$ cat src/rv_isa_pkg.sv
package rv_isa_pkg;

    localparam int XLEN     = 32;
    localparam int NUM_REGS = 32;
    localparam int SHAMT_W  = $clog2(XLEN);    // Shift amount field width

    typedef logic [XLEN-1:0] t_rv_reg_data;
    typedef logic [4:0]      t_reg_idx;

    localparam t_rv_reg_data ILLEGAL_RESULT = 32'hDEADBEEF;

    typedef enum logic [3:0] {
        U_ADD,
        U_SUB,
        U_AND,
        U_OR,
        U_XOR,
        U_SLL,
        U_SRL,
        U_SRA,
        U_SLT,
        U_SLTU,
        U_ILLEGAL
    } t_uop;

    typedef enum logic {
        OP_REG,
        OP_IMM
    } t_optype;

    // Major opcodes
    localparam logic [6:0] OPC_OP     = 7'b0110011;
    localparam logic [6:0] OPC_OP_IMM = 7'b0010011;

    // funct3 values shared by OP and OP-IMM
    localparam logic [2:0] F3_ADD_SUB = 3'b000;
    localparam logic [2:0] F3_SLL     = 3'b001;
    localparam logic [2:0] F3_SLT     = 3'b010;
    localparam logic [2:0] F3_SLTU    = 3'b011;
    localparam logic [2:0] F3_XOR     = 3'b100;
    localparam logic [2:0] F3_SRL_SRA = 3'b101;
    localparam logic [2:0] F3_OR      = 3'b110;
    localparam logic [2:0] F3_AND     = 3'b111;

    localparam logic [6:0] F7_BASE = 7'b0000000;
    localparam logic [6:0] F7_ALT  = 7'b0100000;    // SUB and SRA/SRAI

    typedef struct packed {
        logic [6:0] funct7;
        t_reg_idx   rs2;
        t_reg_idx   rs1;
        logic [2:0] funct3;
        t_reg_idx   rd;
        logic [6:0] opcode;
    } t_r_fmt;

    typedef struct packed {
        logic [11:0] imm12;
        t_reg_idx    rs1;
        logic [2:0]  funct3;
        t_reg_idx    rd;
        logic [6:0]  opcode;
    } t_i_fmt;

    // One word, read as R or I format depending on the field
    typedef union packed {
        t_r_fmt r;
        t_i_fmt i;
    } t_rv_instr_word;

endpackage

$ cat src/exec_bus_pkg.sv
package exec_bus_pkg;

    typedef struct packed {
        logic        psel;
        logic        penable;
        logic        pwrite;
        logic [11:0] paddr;
        logic [31:0] pwdata;
    } t_apb_req;

    typedef struct packed {
        logic [31:0] prdata;
        logic        pready;
        logic        pslverr;
    } t_apb_rsp;

    // APB address map
    localparam logic [11:0] ADDR_ISSUE    = 12'h000;
    localparam logic [11:0] ADDR_STATUS   = 12'h004;
    localparam logic [11:0] ADDR_REG_BASE = 12'h080;    // Register r at base + 4*r

    typedef struct packed {
        rv_isa_pkg::t_optype optype;
    } t_src;

    typedef struct packed {
        logic                     valid;
        rv_isa_pkg::t_uop         uop;
        logic                     illegal;
        rv_isa_pkg::t_reg_idx     rd;
        t_src                     src2;
        rv_isa_pkg::t_rv_reg_data imm32;
    } t_uinstr;

endpackage

$ cat src/apb_issue_port.sv
`timescale 1ns/100ps

module apb_issue_port (
    input  logic                       clk,
    input  logic                       reset,
    input  exec_bus_pkg::t_apb_req     apb_req,
    output exec_bus_pkg::t_apb_rsp     apb_rsp,
    output rv_isa_pkg::t_rv_instr_word issue_word,
    output logic                       issue_valid,
    input  logic                       busy_rd1,
    input  logic                       ex1_illegal,
    output rv_isa_pkg::t_reg_idx       host_raddr,
    input  rv_isa_pkg::t_rv_reg_data   host_rdata
);
    import rv_isa_pkg::*;
    import exec_bus_pkg::*;

    logic access;
    logic is_issue;
    logic is_status;
    logic is_reg;
    logic addr_err;
    logic in_flight;
    logic done;
    logic illegal_flag;

    assign access    = apb_req.psel & apb_req.penable;
    assign is_issue  = apb_req.paddr == ADDR_ISSUE;
    assign is_status = apb_req.paddr == ADDR_STATUS;
    assign is_reg    = (apb_req.paddr >= ADDR_REG_BASE)
                     && (apb_req.paddr < ADDR_REG_BASE + 12'(NUM_REGS * 4))
                     && (apb_req.paddr[1:0] == 2'b00);

    // Writes go only to ISSUE/STATUS, reads only to STATUS and the register window
    assign addr_err  = apb_req.pwrite ? !(is_issue || is_status) : !(is_status || is_reg);
    assign in_flight = issue_valid | busy_rd1;
    assign host_raddr = t_reg_idx'(apb_req.paddr[6:2]);

    always_comb begin
        apb_rsp = '0;
        // Good reads hold off until the pipeline has drained
        apb_rsp.pready = access & (apb_req.pwrite | addr_err | !in_flight);
        apb_rsp.pslverr = apb_rsp.pready & addr_err;
        if (!apb_req.pwrite && is_status)
            apb_rsp.prdata = {{(XLEN-1){1'b0}}, illegal_flag};
        else if (!apb_req.pwrite && is_reg)
            apb_rsp.prdata = host_rdata;
    end

    assign done = apb_rsp.pready & !addr_err;

    always_ff @(posedge clk) begin
        if (reset) begin
            issue_valid  <= 1'b0;
            illegal_flag <= 1'b0;
        end else begin
            issue_valid <= done & apb_req.pwrite & is_issue;    // One-cycle pulse
            if (ex1_illegal)
                illegal_flag <= 1'b1;
            else if (done && apb_req.pwrite && is_status)
                illegal_flag <= 1'b0;    // Any STATUS write clears it
        end
    end

    always_ff @(posedge clk) begin
        if (done && apb_req.pwrite && is_issue)
            issue_word <= apb_req.pwdata;
    end

    a_penable_in_psel: assert property (@(posedge clk) disable iff (reset)
        $rose(apb_req.penable) |-> apb_req.psel);

    a_req_stable_wait: assert property (@(posedge clk) disable iff (reset)
        (access && !apb_rsp.pready) |=> $stable(apb_req));

endmodule

$ cat src/instr_decode_unit.sv
`timescale 1ns/100ps

module instr_decode_unit (
    input  logic                       clk,
    input  logic                       reset,
    input  rv_isa_pkg::t_rv_instr_word issue_word,
    input  logic                       issue_valid,
    output exec_bus_pkg::t_uinstr      uinstr_rd1
);
    import rv_isa_pkg::*;
    import exec_bus_pkg::*;

    t_uinstr uinstr_rd0;
    t_uop    uop;
    logic    legal;

    // Encodings in the supported set
    always_comb begin
        legal = 1'b0;
        if (issue_word.r.opcode == OPC_OP)
            legal = (issue_word.r.funct7 == F7_BASE)
                 || (issue_word.r.funct7 == F7_ALT
                     && issue_word.r.funct3 inside {F3_ADD_SUB, F3_SRL_SRA});
        else if (issue_word.i.opcode == OPC_OP_IMM)
            legal = !(issue_word.i.funct3 inside {F3_SLL, F3_SRL_SRA})
                 || (issue_word.r.funct7 == F7_BASE)
                 || (issue_word.r.funct7 == F7_ALT && issue_word.i.funct3 == F3_SRL_SRA);
    end

    always_comb begin
        uop = U_ILLEGAL;
        uinstr_rd0 = '0;
        uinstr_rd0.rd = issue_word.r.rd;
        uinstr_rd0.imm32 = {{(XLEN-12){issue_word.i.imm12[11]}}, issue_word.i.imm12};

        case (issue_word.r.opcode)
            OPC_OP: begin
                uinstr_rd0.src2.optype = OP_REG;
                if (issue_word.r.funct7 == F7_BASE) begin
                    case (issue_word.r.funct3)
                        F3_ADD_SUB: uop = U_ADD;
                        F3_SLL:     uop = U_SLL;
                        F3_SLT:     uop = U_SLT;
                        F3_SLTU:    uop = U_SLTU;
                        F3_XOR:     uop = U_XOR;
                        F3_SRL_SRA: uop = U_SRL;
                        F3_OR:      uop = U_OR;
                        F3_AND:     uop = U_AND;
                        default:    uop = U_ILLEGAL;
                    endcase
                end else if (issue_word.r.funct7 == F7_ALT) begin
                    if (issue_word.r.funct3 == F3_ADD_SUB)
                        uop = U_SUB;
                    else if (issue_word.r.funct3 == F3_SRL_SRA)
                        uop = U_SRA;
                end
            end
            OPC_OP_IMM: begin
                uinstr_rd0.src2.optype = OP_IMM;
                case (issue_word.i.funct3)
                    F3_ADD_SUB: uop = U_ADD;
                    F3_SLT:     uop = U_SLT;
                    F3_SLTU:    uop = U_SLTU;
                    F3_XOR:     uop = U_XOR;
                    F3_OR:      uop = U_OR;
                    F3_AND:     uop = U_AND;
                    // Shift immediates keep funct7 in the upper imm bits
                    F3_SLL:     if (issue_word.r.funct7 == F7_BASE) uop = U_SLL;
                    F3_SRL_SRA: begin
                        if (issue_word.r.funct7 == F7_BASE)
                            uop = U_SRL;
                        else if (issue_word.r.funct7 == F7_ALT)
                            uop = U_SRA;
                    end
                    default:    uop = U_ILLEGAL;
                endcase
                if (issue_word.i.funct3 inside {F3_SLL, F3_SRL_SRA})
                    uinstr_rd0.imm32 = XLEN'(issue_word.i.imm12[SHAMT_W-1:0]);
            end
            default: uop = U_ILLEGAL;
        endcase

        uinstr_rd0.uop = uop;
        uinstr_rd0.illegal = !legal;
        uinstr_rd0.valid = 1'b1;
        if (!issue_valid)
            uinstr_rd0 = '0;    // Empty slot carries no flags downstream
    end

    always_ff @(posedge clk) begin
        if (reset)
            uinstr_rd1 <= '0;
        else
            uinstr_rd1 <= uinstr_rd0;
    end

    // The top uses the illegal bit alone as a qualified event
    a_illegal_uop: assert property (@(posedge clk) disable iff (reset)
        uinstr_rd1.illegal |-> (uinstr_rd1.valid && uinstr_rd1.uop == U_ILLEGAL));

endmodule

$ cat src/reg_file.sv
`timescale 1ns/100ps

module reg_file (
    input  logic                       clk,
    input  logic                       reset,
    input  rv_isa_pkg::t_rv_instr_word issue_word,
    input  exec_bus_pkg::t_uinstr      uinstr_ex1,
    input  rv_isa_pkg::t_rv_reg_data   result_ex1,
    output rv_isa_pkg::t_rv_reg_data   rddatas_rd1 [2],
    input  rv_isa_pkg::t_reg_idx       host_raddr,
    output rv_isa_pkg::t_rv_reg_data   host_rdata
);
    import rv_isa_pkg::*;

    t_rv_reg_data regs [NUM_REGS];
    t_reg_idx     src_idx [2];
    logic         wr_en;

    assign wr_en = uinstr_ex1.valid & !uinstr_ex1.illegal & (uinstr_ex1.rd != '0);
    assign src_idx[0] = issue_word.i.rs1;
    assign src_idx[1] = issue_word.r.rs2;
    assign host_rdata = regs[host_raddr];

    // Write-through so a dependent op issued right behind sees the new value
    function automatic t_rv_reg_data read_fwd(t_reg_idx idx);
        if (wr_en && idx == uinstr_ex1.rd)
            return result_ex1;
        return regs[idx];
    endfunction

    always_ff @(posedge clk) begin
        if (reset) begin
            for (int i = 0; i < NUM_REGS; i++)
                regs[i] <= '0;
        end else if (wr_en) begin
            regs[uinstr_ex1.rd] <= result_ex1;
        end
    end

    always_ff @(posedge clk) begin
        for (int p = 0; p < 2; p++)
            rddatas_rd1[p] <= read_fwd(src_idx[p]);
    end

    a_x0_zero: assert property (@(posedge clk) disable iff (reset) regs[0] == '0);

endmodule

$ cat src/exe.sv
`timescale 1ns/100ps

module exe (
    input  logic                     clk,
    input  logic                     reset,
    input  exec_bus_pkg::t_uinstr    uinstr_rd1,
    input  rv_isa_pkg::t_rv_reg_data rddatas_rd1 [2],
    output exec_bus_pkg::t_uinstr    uinstr_ex1,
    output rv_isa_pkg::t_rv_reg_data result_ex1
);
    import rv_isa_pkg::*;

    t_rv_reg_data       src1val_ex0;
    t_rv_reg_data       src2val_ex0;
    t_rv_reg_data       result_ex0;
    logic [SHAMT_W-1:0] shamt_ex0;

    assign src1val_ex0 = rddatas_rd1[0];
    assign src2val_ex0 = (uinstr_rd1.src2.optype == OP_IMM) ? uinstr_rd1.imm32 : rddatas_rd1[1];
    assign shamt_ex0   = src2val_ex0[SHAMT_W-1:0];

    always_comb begin
        case (uinstr_rd1.uop)
            U_ADD:   result_ex0 = src1val_ex0 + src2val_ex0;
            U_SUB:   result_ex0 = src1val_ex0 - src2val_ex0;
            U_AND:   result_ex0 = src1val_ex0 & src2val_ex0;
            U_OR:    result_ex0 = src1val_ex0 | src2val_ex0;
            U_XOR:   result_ex0 = src1val_ex0 ^ src2val_ex0;
            U_SLL:   result_ex0 = src1val_ex0 << shamt_ex0;
            U_SRL:   result_ex0 = src1val_ex0 >> shamt_ex0;
            U_SRA:   result_ex0 = $signed(src1val_ex0) >>> shamt_ex0;
            U_SLT:   result_ex0 = XLEN'($signed(src1val_ex0) < $signed(src2val_ex0));
            U_SLTU:  result_ex0 = XLEN'(src1val_ex0 < src2val_ex0);
            default: result_ex0 = ILLEGAL_RESULT;    // U_ILLEGAL
        endcase
    end

    always_ff @(posedge clk) begin
        if (reset)
            uinstr_ex1 <= '0;
        else
            uinstr_ex1 <= uinstr_rd1;
    end

    always_ff @(posedge clk) begin
        result_ex1 <= result_ex0;
    end

    a_uop_known: assert property (@(posedge clk) disable iff (reset)
        uinstr_rd1.valid |-> !$isunknown(uinstr_rd1.uop));

endmodule

$ cat src/rv_exec_top.sv
`timescale 1ns/100ps

module rv_exec_top (
    input  logic                   clk,
    input  logic                   reset,
    input  exec_bus_pkg::t_apb_req apb_req,
    output exec_bus_pkg::t_apb_rsp apb_rsp
);
    import rv_isa_pkg::*;
    import exec_bus_pkg::*;

    t_rv_instr_word issue_word;
    logic           issue_valid;
    logic           busy_rd1;
    t_uinstr        uinstr_rd1;
    t_uinstr        uinstr_ex1;
    t_rv_reg_data   rddatas_rd1 [2];
    t_rv_reg_data   result_ex1;
    t_reg_idx       host_raddr;
    t_rv_reg_data   host_rdata;

    assign busy_rd1 = uinstr_rd1.valid | uinstr_ex1.valid;    // Anything past issue

    apb_issue_port u_port (
        .clk         (clk),
        .reset       (reset),
        .apb_req     (apb_req),
        .apb_rsp     (apb_rsp),
        .issue_word  (issue_word),
        .issue_valid (issue_valid),
        .busy_rd1    (busy_rd1),
        .ex1_illegal (uinstr_ex1.illegal),
        .host_raddr  (host_raddr),
        .host_rdata  (host_rdata)
    );

    instr_decode_unit u_decode (
        .clk         (clk),
        .reset       (reset),
        .issue_word  (issue_word),
        .issue_valid (issue_valid),
        .uinstr_rd1  (uinstr_rd1)
    );

    reg_file u_reg_file (
        .clk         (clk),
        .reset       (reset),
        .issue_word  (issue_word),
        .uinstr_ex1  (uinstr_ex1),
        .result_ex1  (result_ex1),
        .rddatas_rd1 (rddatas_rd1),
        .host_raddr  (host_raddr),
        .host_rdata  (host_rdata)
    );

    exe u_exe (
        .clk         (clk),
        .reset       (reset),
        .uinstr_rd1  (uinstr_rd1),
        .rddatas_rd1 (rddatas_rd1),
        .uinstr_ex1  (uinstr_ex1),
        .result_ex1  (result_ex1)
    );

endmodule

$ cat config.mk
export PLATFORM = sky130hd
export DESIGN_NAME = rv_exec_top
export DESIGN_NICKNAME = d
export VERILOG_FILES = /design/src/rv_isa_pkg.sv /design/src/exec_bus_pkg.sv /design/src/apb_issue_port.sv /design/src/instr_decode_unit.sv /design/src/reg_file.sv /design/src/exe.sv /design/src/rv_exec_top.sv
export SDC_FILE = /design/constraint.sdc
export NUM_CORES = 2
export LEC_CHECK = 0
export BUFFER_PORTS_ARGS = -buffer_cell sky130_fd_sc_hd__buf_4
export CORE_MARGIN = 5
export CORE_UTILIZATION = 40
export DETAILED_ROUTE_END_ITERATION = 10
export REMOVE_ABC_BUFFERS = 1
export SYNTH_ARGS = -nofsm -noshare
export SYNTH_HDL_FRONTEND = slang
export SYNTH_SLANG_ARGS = --single-unit
$ cat constraint.sdc
create_clock -name clk -period 4.5 [get_ports clk]
set_input_delay 0.45 -clock clk [delete_from_list [all_inputs] [get_ports clk]]
set_output_delay 0.45 -clock clk [all_outputs]
set_load 0.01 [all_outputs]
## Word-level counts from Yosys, hierarchy flattened

Memory sizes are Yosys's and may differ from the RTL's. A register that Yosys moved wholly into a read port is not among the register bits.
Index checks and enable logic that the tools add are counted.

- Register bits after elaboration: 181
- RAM bits: 1024
- Memory bits (read-only): 32
- Input bits: 49
- Output and inout port bits: 34
- Logic and storage cells: 138
- Memories kept: 2

Memory list:

| name | depth | width | read ports | clocked after Yosys merged registers in | write ports | RTL line | source |
|---|---|---|---|---|---|---|---|
| u_reg_file.regs | 32 | 32 | 3 | 2 | 32 | reg_file.sv:15 | `t_rv_reg_data regs [NUM_REGS];` |
| (no name shown) | 8 | 4 | 1 | 1 | 0 | instr_decode_unit.sv:40 | `case (issue_word.r.funct3)` |

- Add/subtract/negate cells: 2
- Magnitude comparators: 4
- Equality and inequality tests: 22
- Shift operators: 3
- Muxes and demuxes: 39
- Bitwise operators: 16
- Reduce and logical (&&, ||, !) cells: 35

Operators with widths:

| cell | count |
|---|---|
| 2-to-1 mux 32 bit | 10 |
| one-hot mux 32 bit (10 select lines) | 1 |
| less-than comparator 32 bit | 2 |
| 2-to-1 mux 44 bit | 1 |
| adder 32 bit | 1 |
| AND 32 bit | 1 |
| OR 32 bit | 1 |
| one-hot mux 4 bit (8 select lines) | 1 |
| OR reduction 32 bit | 1 |
| << shifter 32 x 5 -> 32 bit | 1 |
| right shift 32 x 5 -> 32 bit | 1 |
| >>> shifter 32 x 5 -> 32 bit | 1 |
| subtractor 32 bit | 1 |
| XOR 32 bit | 1 |
| 2-to-1 mux 4 bit | 7 |
| == test 4 x 3 -> 1 bit, second input constant | 4 |
| 2-to-1 mux 5 bit | 3 |
| == test 7 x 6 -> 1 bit, second input constant | 2 |
| 2-to-1 mux 1 bit | 14 |
| == test 12 x 3 -> 1 bit, second input constant | 1 |
| == test 3 bit, second input constant | 4 |
| >= comparator 12 x 8 -> 1 bit, second input constant | 1 |
| zero test 12 bit | 1 |
| less-than comparator 12 x 9 -> 1 bit, second input constant | 1 |
| other kinds (22) | 59 |

## Logic depth before layout (Yosys ltp)

- Depth after elaboration: 14
- Depth in mapped cells: 18
- Gate-level depth less buffers: 14

## Modules after synthesis

Synthesis repeated with hierarchy kept, for this count alone.

- Cell total of the unflattened synthesis: 5635
- Area total of the unflattened synthesis: 76721.1 um2

By module, submodules not included:

| module | times used | cells an instance | area each (um2) | sequential area each (um2) |
|---|---|---|---|---|
| reg_file | 1 | 3931 | 62845.3 | 32030.7 |
| exe | 1 | 1495 | 11350.9 | 1521.5 |
| apb_issue_port | 1 | 97 | 1440.1 | 1001.0 |
| instr_decode_unit | 1 | 111 | 1078.5 | 480.5 |
| rv_exec_top | 1 | 1 | 6.3 | 0.0 |

## Worst setup path before layout

No wires, ideal clock.

- Kind: reg2reg
- Start: reg, netlist name u_decode.uinstr_rd1[32]
- End: reg u_exe.result_ex1[30]
- Setup time: 0.126 ns
- Data arrival time: 3.803 ns
- Required time: 4.374 ns
- Setup slack: 0.571 ns
- Stages on the path, launching flop included: 17
- Path buffers: 4
- Period minus slack after synthesis: 3.929 ns
- Cell sequence: dfxtp_1 > buf_6 > mux2i_1 > clkbuf_1 > buf_2 > buf_1 > ha_1 > a211oi_1 > o21ai_1 > nand2_1 > o2111a_1 > o41ai_2 > a41o_1 > o21a_1 > or2_1 > a41oi_1 > o22ai_1

- Longest elaborated chain between the ends: 3
- Elaborated cells between the ends (all ways): 10
- Those cells by class: add/sub: 2; shift: 3; mux: 2; bitwise: 3

Ends and longest elaborated chain:

| element | RTL line | source |
|---|---|---|
| 2-to-1 mux 32 bit (*) | exe.sv:19 | `assign src2val_ex0 = (uinstr_rd1.src2.optype == OP_IMM) ? uinstr_rd1.imm32 : rddatas_rd1[1];` |
| subtractor 32 bit (tied with other cells) | exe.sv:25 | `U_SUB: result_ex0 = src1val_ex0 - src2val_ex0;` |
| one-hot mux 32 bit (10 select lines) (*) | exe.sv:23 | `case (uinstr_rd1.uop)` |
| named net u_exe.result_ex0[30] | exe.sv:15 | `t_rv_reg_data result_ex0;` |
| to (signal assigned) | exe.sv:46 | `result_ex1 <= result_ex0;` |
| to (decl) | exe.sv:9 | `output rv_isa_pkg::t_rv_reg_data result_ex1` |

Mark *: on every way through the listed nets, which the timed path passes. The rest lies on a longest branch.
A chain may end at the register's enable or synchronous reset.

## Final worst setup path

- Start: reg, netlist name u_decode.uinstr_rd1[32]
- End: reg u_exe.result_ex1[26]

- Longest elaborated chain between the ends: 3
- Elaborated cells between the ends (all ways): 10
- Those cells by class: add/sub: 2; shift: 3; mux: 2; bitwise: 3

Ends and longest elaborated chain:

| element | RTL line |
|---|---|
| 2-to-1 mux 32 bit (*) | exe.sv:19 |
| subtractor 32 bit (tied with other cells) | exe.sv:25 |
| one-hot mux 32 bit (10 select lines) (*) | exe.sv:23 |
| named net u_exe.result_ex0[26] | exe.sv:15 |

Marked as above.

==> results.json <==
{
  "status": "complete, no violations",
  "cts_resized": 0,
  "wl_um": 310000,
  "crit_type": "flop to flop",
  "insertion_delay_ns": 0.82,
  "ys_async_sr_fraction": 0,
  "first_iter_violations": 9148,
  "min_period_ns": 4.15,
  "slowest_delay_ns": 0.60,
  "worstPathRequired_ns": 5.13,
  "clock_sinks": 1199,
  "die_w_um": 445,
  "placed_cell_area_mm2": 0.0805,
  "synth_top_family_by_area": "multiplexers",
  "tritoncts": "yes",
  "hpwl_um": 192000,
  "place_ws_ns": 0.401,
  "synth.distinct_cells": 87,
  "synth_compound_area_frac": 0.0537,
  "grt_overflow_total": 0,
  "yosys.area_share.xor_xnor": 0.00382,
  "area_growth_pct": 12.6,
  "cts_buffers": 138,
  "timing.fmax_ghz": 0.241,
  "grt_first_pass_wirelength_um": 426000,
  "yosysWarningCount": 0,
  "htree_levels": 4,
  "grtUsageTotal": 0.309,
  "critPathSlowestCell": "a2111oi_2",
  "drtPass1Iterations": 7,
  "clkTransAtPathRegs_ns": 0.06,
  "crit_top_cell": "buf_4",
  "grt_max_degree": 70,
  "die_area_mm2": 0.198,
  "synth_cells": 5453,
  "clock_path_buffers": 3,
  "leakagePower_nw": 29.8,
  "vias_per_cell": 6.68,
  "die_y_um": 445,
  "layout-drive-gt1-share": 0.296,
  "cp_max_fo": 11,
  "setup_slack_ns": 0.355,
  "cp_top_family": "compound AO/OA/AOI/OAI gates",
  "num_rows": 159,
  "yosysSeqAreaShare": 0.457,
  "root_buffer": "clkbuf_16",
  "cap_violations": 0,
  "fp.coreArea_mm2": 0.188,
  "drc": 0,
  "startpoint_type": "flop",
  "antenna_found_initial": 32,
  "port_buffers": 82,
  "initial_utilization": 0.403,
  "muxShareOfSynthArea": 0.314,
  "first_global_vias": 52600,
  "grt_setup_unrepaired": "false",
  "cts_setup_buffers": 0,
  "gp_congestion": 1.05,
  "hold_viol_final": 0,
  "worstPathArrival_ns": 4.78,
  "synth_flop_cell": "edfxtp_1",
  "skew_ns": 0.0357,
  "final_area_mm2": 0.0853,
  "syn_area_mm2": 0.0757,
  "critPathCaptureType": "flop",
  "ys_ff_latch": 1199,
  "power_density_mw_per_mm2": 329,
  "synth_area_per_cell_um2": 13.9,
  "layout_commonest_cell": "edfxtp_1",
  "wl_per_cell_um": 38.5,
  "crit_buf_inv": 3,
  "io_pins": 83,
  "synth-edff-count": 1056,
  "hp-class": "primary input to flop",
  "slew_violations": 0,
  "yosys.area_share.simple": 0.121,
  "fin_nets": 5604,
  "fin_crit_sh": 0.921,
  "final_cell_mix": "edfxtp_1 (1056), and2_1 (1014), mux4_2 (966)",
  "slew_headroom": 0.0947,
  "finalSetupViolCount": 0,
  "detail-route-antenna-nets": 0,
  "ir_worst_vdd_v": 0.000295,
  "crit_chain": "buf_4 -> buf_4 -> mux2i_4 -> ha_1 -> nand2b_1 -> o311ai_2 -> a2111oi_2 -> a211oi_2 -> o211ai_1 -> buf_4 -> a31oi_1 -> o21ai_0 -> o21ai_1 -> xnor2_1 -> o211ai_1",
  "tightest_slew_ns": 1.36,
  "vias": 53900,
  "synth_fa_ha_area_frac": 0.0170
}
## cell usage after synthesis, types with 9 or more instances
| cell | instances | area (um^2) |
|---|---|---|
| edfxtp_1 | 1056 | 31700 |
| and2_1 | 1014 | 6340 |
| mux4_2 | 966 | 21800 |
| clkbuf_1 | 408 | 1530 |
| nand2_1 | 241 | 905 |
| o21ai_0 | 207 | 1040 |
| nor2_1 | 206 | 773 |
| a21oi_1 | 183 | 916 |
| mux2i_1 | 175 | 1750 |
| dfxtp_1 | 143 | 2860 |
| ha_1 | 100 | 1250 |
| inv_1 | 96 | 360 |
| buf_2 | 71 | 355 |
| buf_1 | 67 | 251 |
| o211ai_1 | 38 | 285 |
| or2_2 | 36 | 225 |
| nor3_1 | 34 | 170 |
| nand3_1 | 31 | 155 |
| xnor2_1 | 25 | 219 |
| a211oi_1 | 20 | 150 |
| a21o_1 | 19 | 143 |
| a31oi_1 | 19 | 119 |
| nor2b_1 | 19 | 119 |
| o22ai_1 | 18 | 113 |
| mux2_2 | 17 | 191 |
| nand2b_1 | 17 | 106 |
| o21bai_1 | 13 | 97.6 |
| a22oi_1 | 10 | 75.1 |
| and3_1 | 10 | 62.6 |
| o21ai_1 | 10 | 50.1 |
| a221oi_1 | 9 | 78.8 |
| nor4_1 | 9 | 56.3 |
| o31ai_1 | 9 | 67.6 |
## where the power goes
group	switching [W]	total, W	internal, W
registers	0.000720	0.0133	0.0126
clock network	0.00490	0.0113	0.00644
logic	0.00194	0.00337	0.00144
total	0.00756	0.0280	0.0205
## metal layers
metal / up-vias / GRT usage / share of wire
met3: 861 / 0.0807 / 0.13
met4: 8 / 0.188 / 0.071
li1: 21200 / - / -
met1: 27500 / 0.402 / 0.35
met5: - / 0 / 0.00018
met2: 4304 / 0.466 / 0.45
## sequential cells by signal, summed over array words and instances, names as in the netlist, named ones only
| signal | cells |
|---|---|
| u_reg_file.rddatas_rd1 | 64 |
| u_port.illegal_flag | 1 |
| u_decode.uinstr_rd1 | 24 |
| u_reg_file.regs | 1024 |
| u_port.issue_word | 32 |
| u_port.issue_valid | 1 |
| u_exe.uinstr_ex1 | 7 |
| u_exe.result_ex1 | 32 |
## tightest hold or removal path: stages
cell,delay (ns)
buf_4,0.12
and4_1,0.15
nand2_1,0.07
a21oi_1,0.06
nor2_1,0.07
## cells by family after synthesis
group | Yosys count
other cells | 1
fa+ha+maj | 102
flops | 1199
simple gates | 1649
xor+xnor | 33
mux | 1160
buf+inv | 658
compound gates | 651
## through the flow
| step | TNS [ns] | instances | hold slack [ns] | total power, W | util |
|---|---|---|---|---|---|
| floorplan | -560.14 | 4927 | 0.414 | 0.0151 | - |
| global placement | 0 | 7776 | 0.417 | 0.0167 | 0.428 |
| finish | 0 | 8069 | 0.142 | 0.0280 | 0.453 |
| global route | 0 | 8056 | 0.160 | 0.0287 | 0.453 |
| CTS | 0 | 8055 | 0.0763 | 0.0280 | 0.453 |
| detailed placement | 0 | 7776 | 0.429 | 0.0168 | 0.428 |
## path summary, 6_finish.rpt
check,start,end,slack (ns),cells after the start
hold reg to reg,u_decode.uinstr_rd1[38]$_SDFF_PP0_,u_exe.uinstr_ex1[38]$_SDFF_PP0_,0.44,1
setup reg to reg,u_decode.uinstr_rd1[32]$_SDFF_PP0_,u_exe.result_ex1[26]$_DFF_P_,0.35,15
setup / recovery,u_decode.uinstr_rd1[32]$_SDFF_PP0_,u_exe.result_ex1[26]$_DFF_P_,0.35,15
hold / removal,apb_req[44],u_port.illegal_flag$_SDFFE_PP0P_,0.14,5
## cell type report
class                   instances  area, um^2
clock buffers                 175        3760
multi-input cells            3627       39000
clock inverters                72         642
flip-flops and latches       1199       34600
inverters                     101         379
fillers                     16500      103000
diodes                         14        35.0
well taps                    2495        3120
repair buffers                386        3670
## repair_timing
item | 4_1_cts | 5_1_grt
endpoints found under the hold margin | 46 | 0
hold buffers | 32 | 0
setup endpoints to repair | 0 | 0
(Power assumes the default switching activity.)
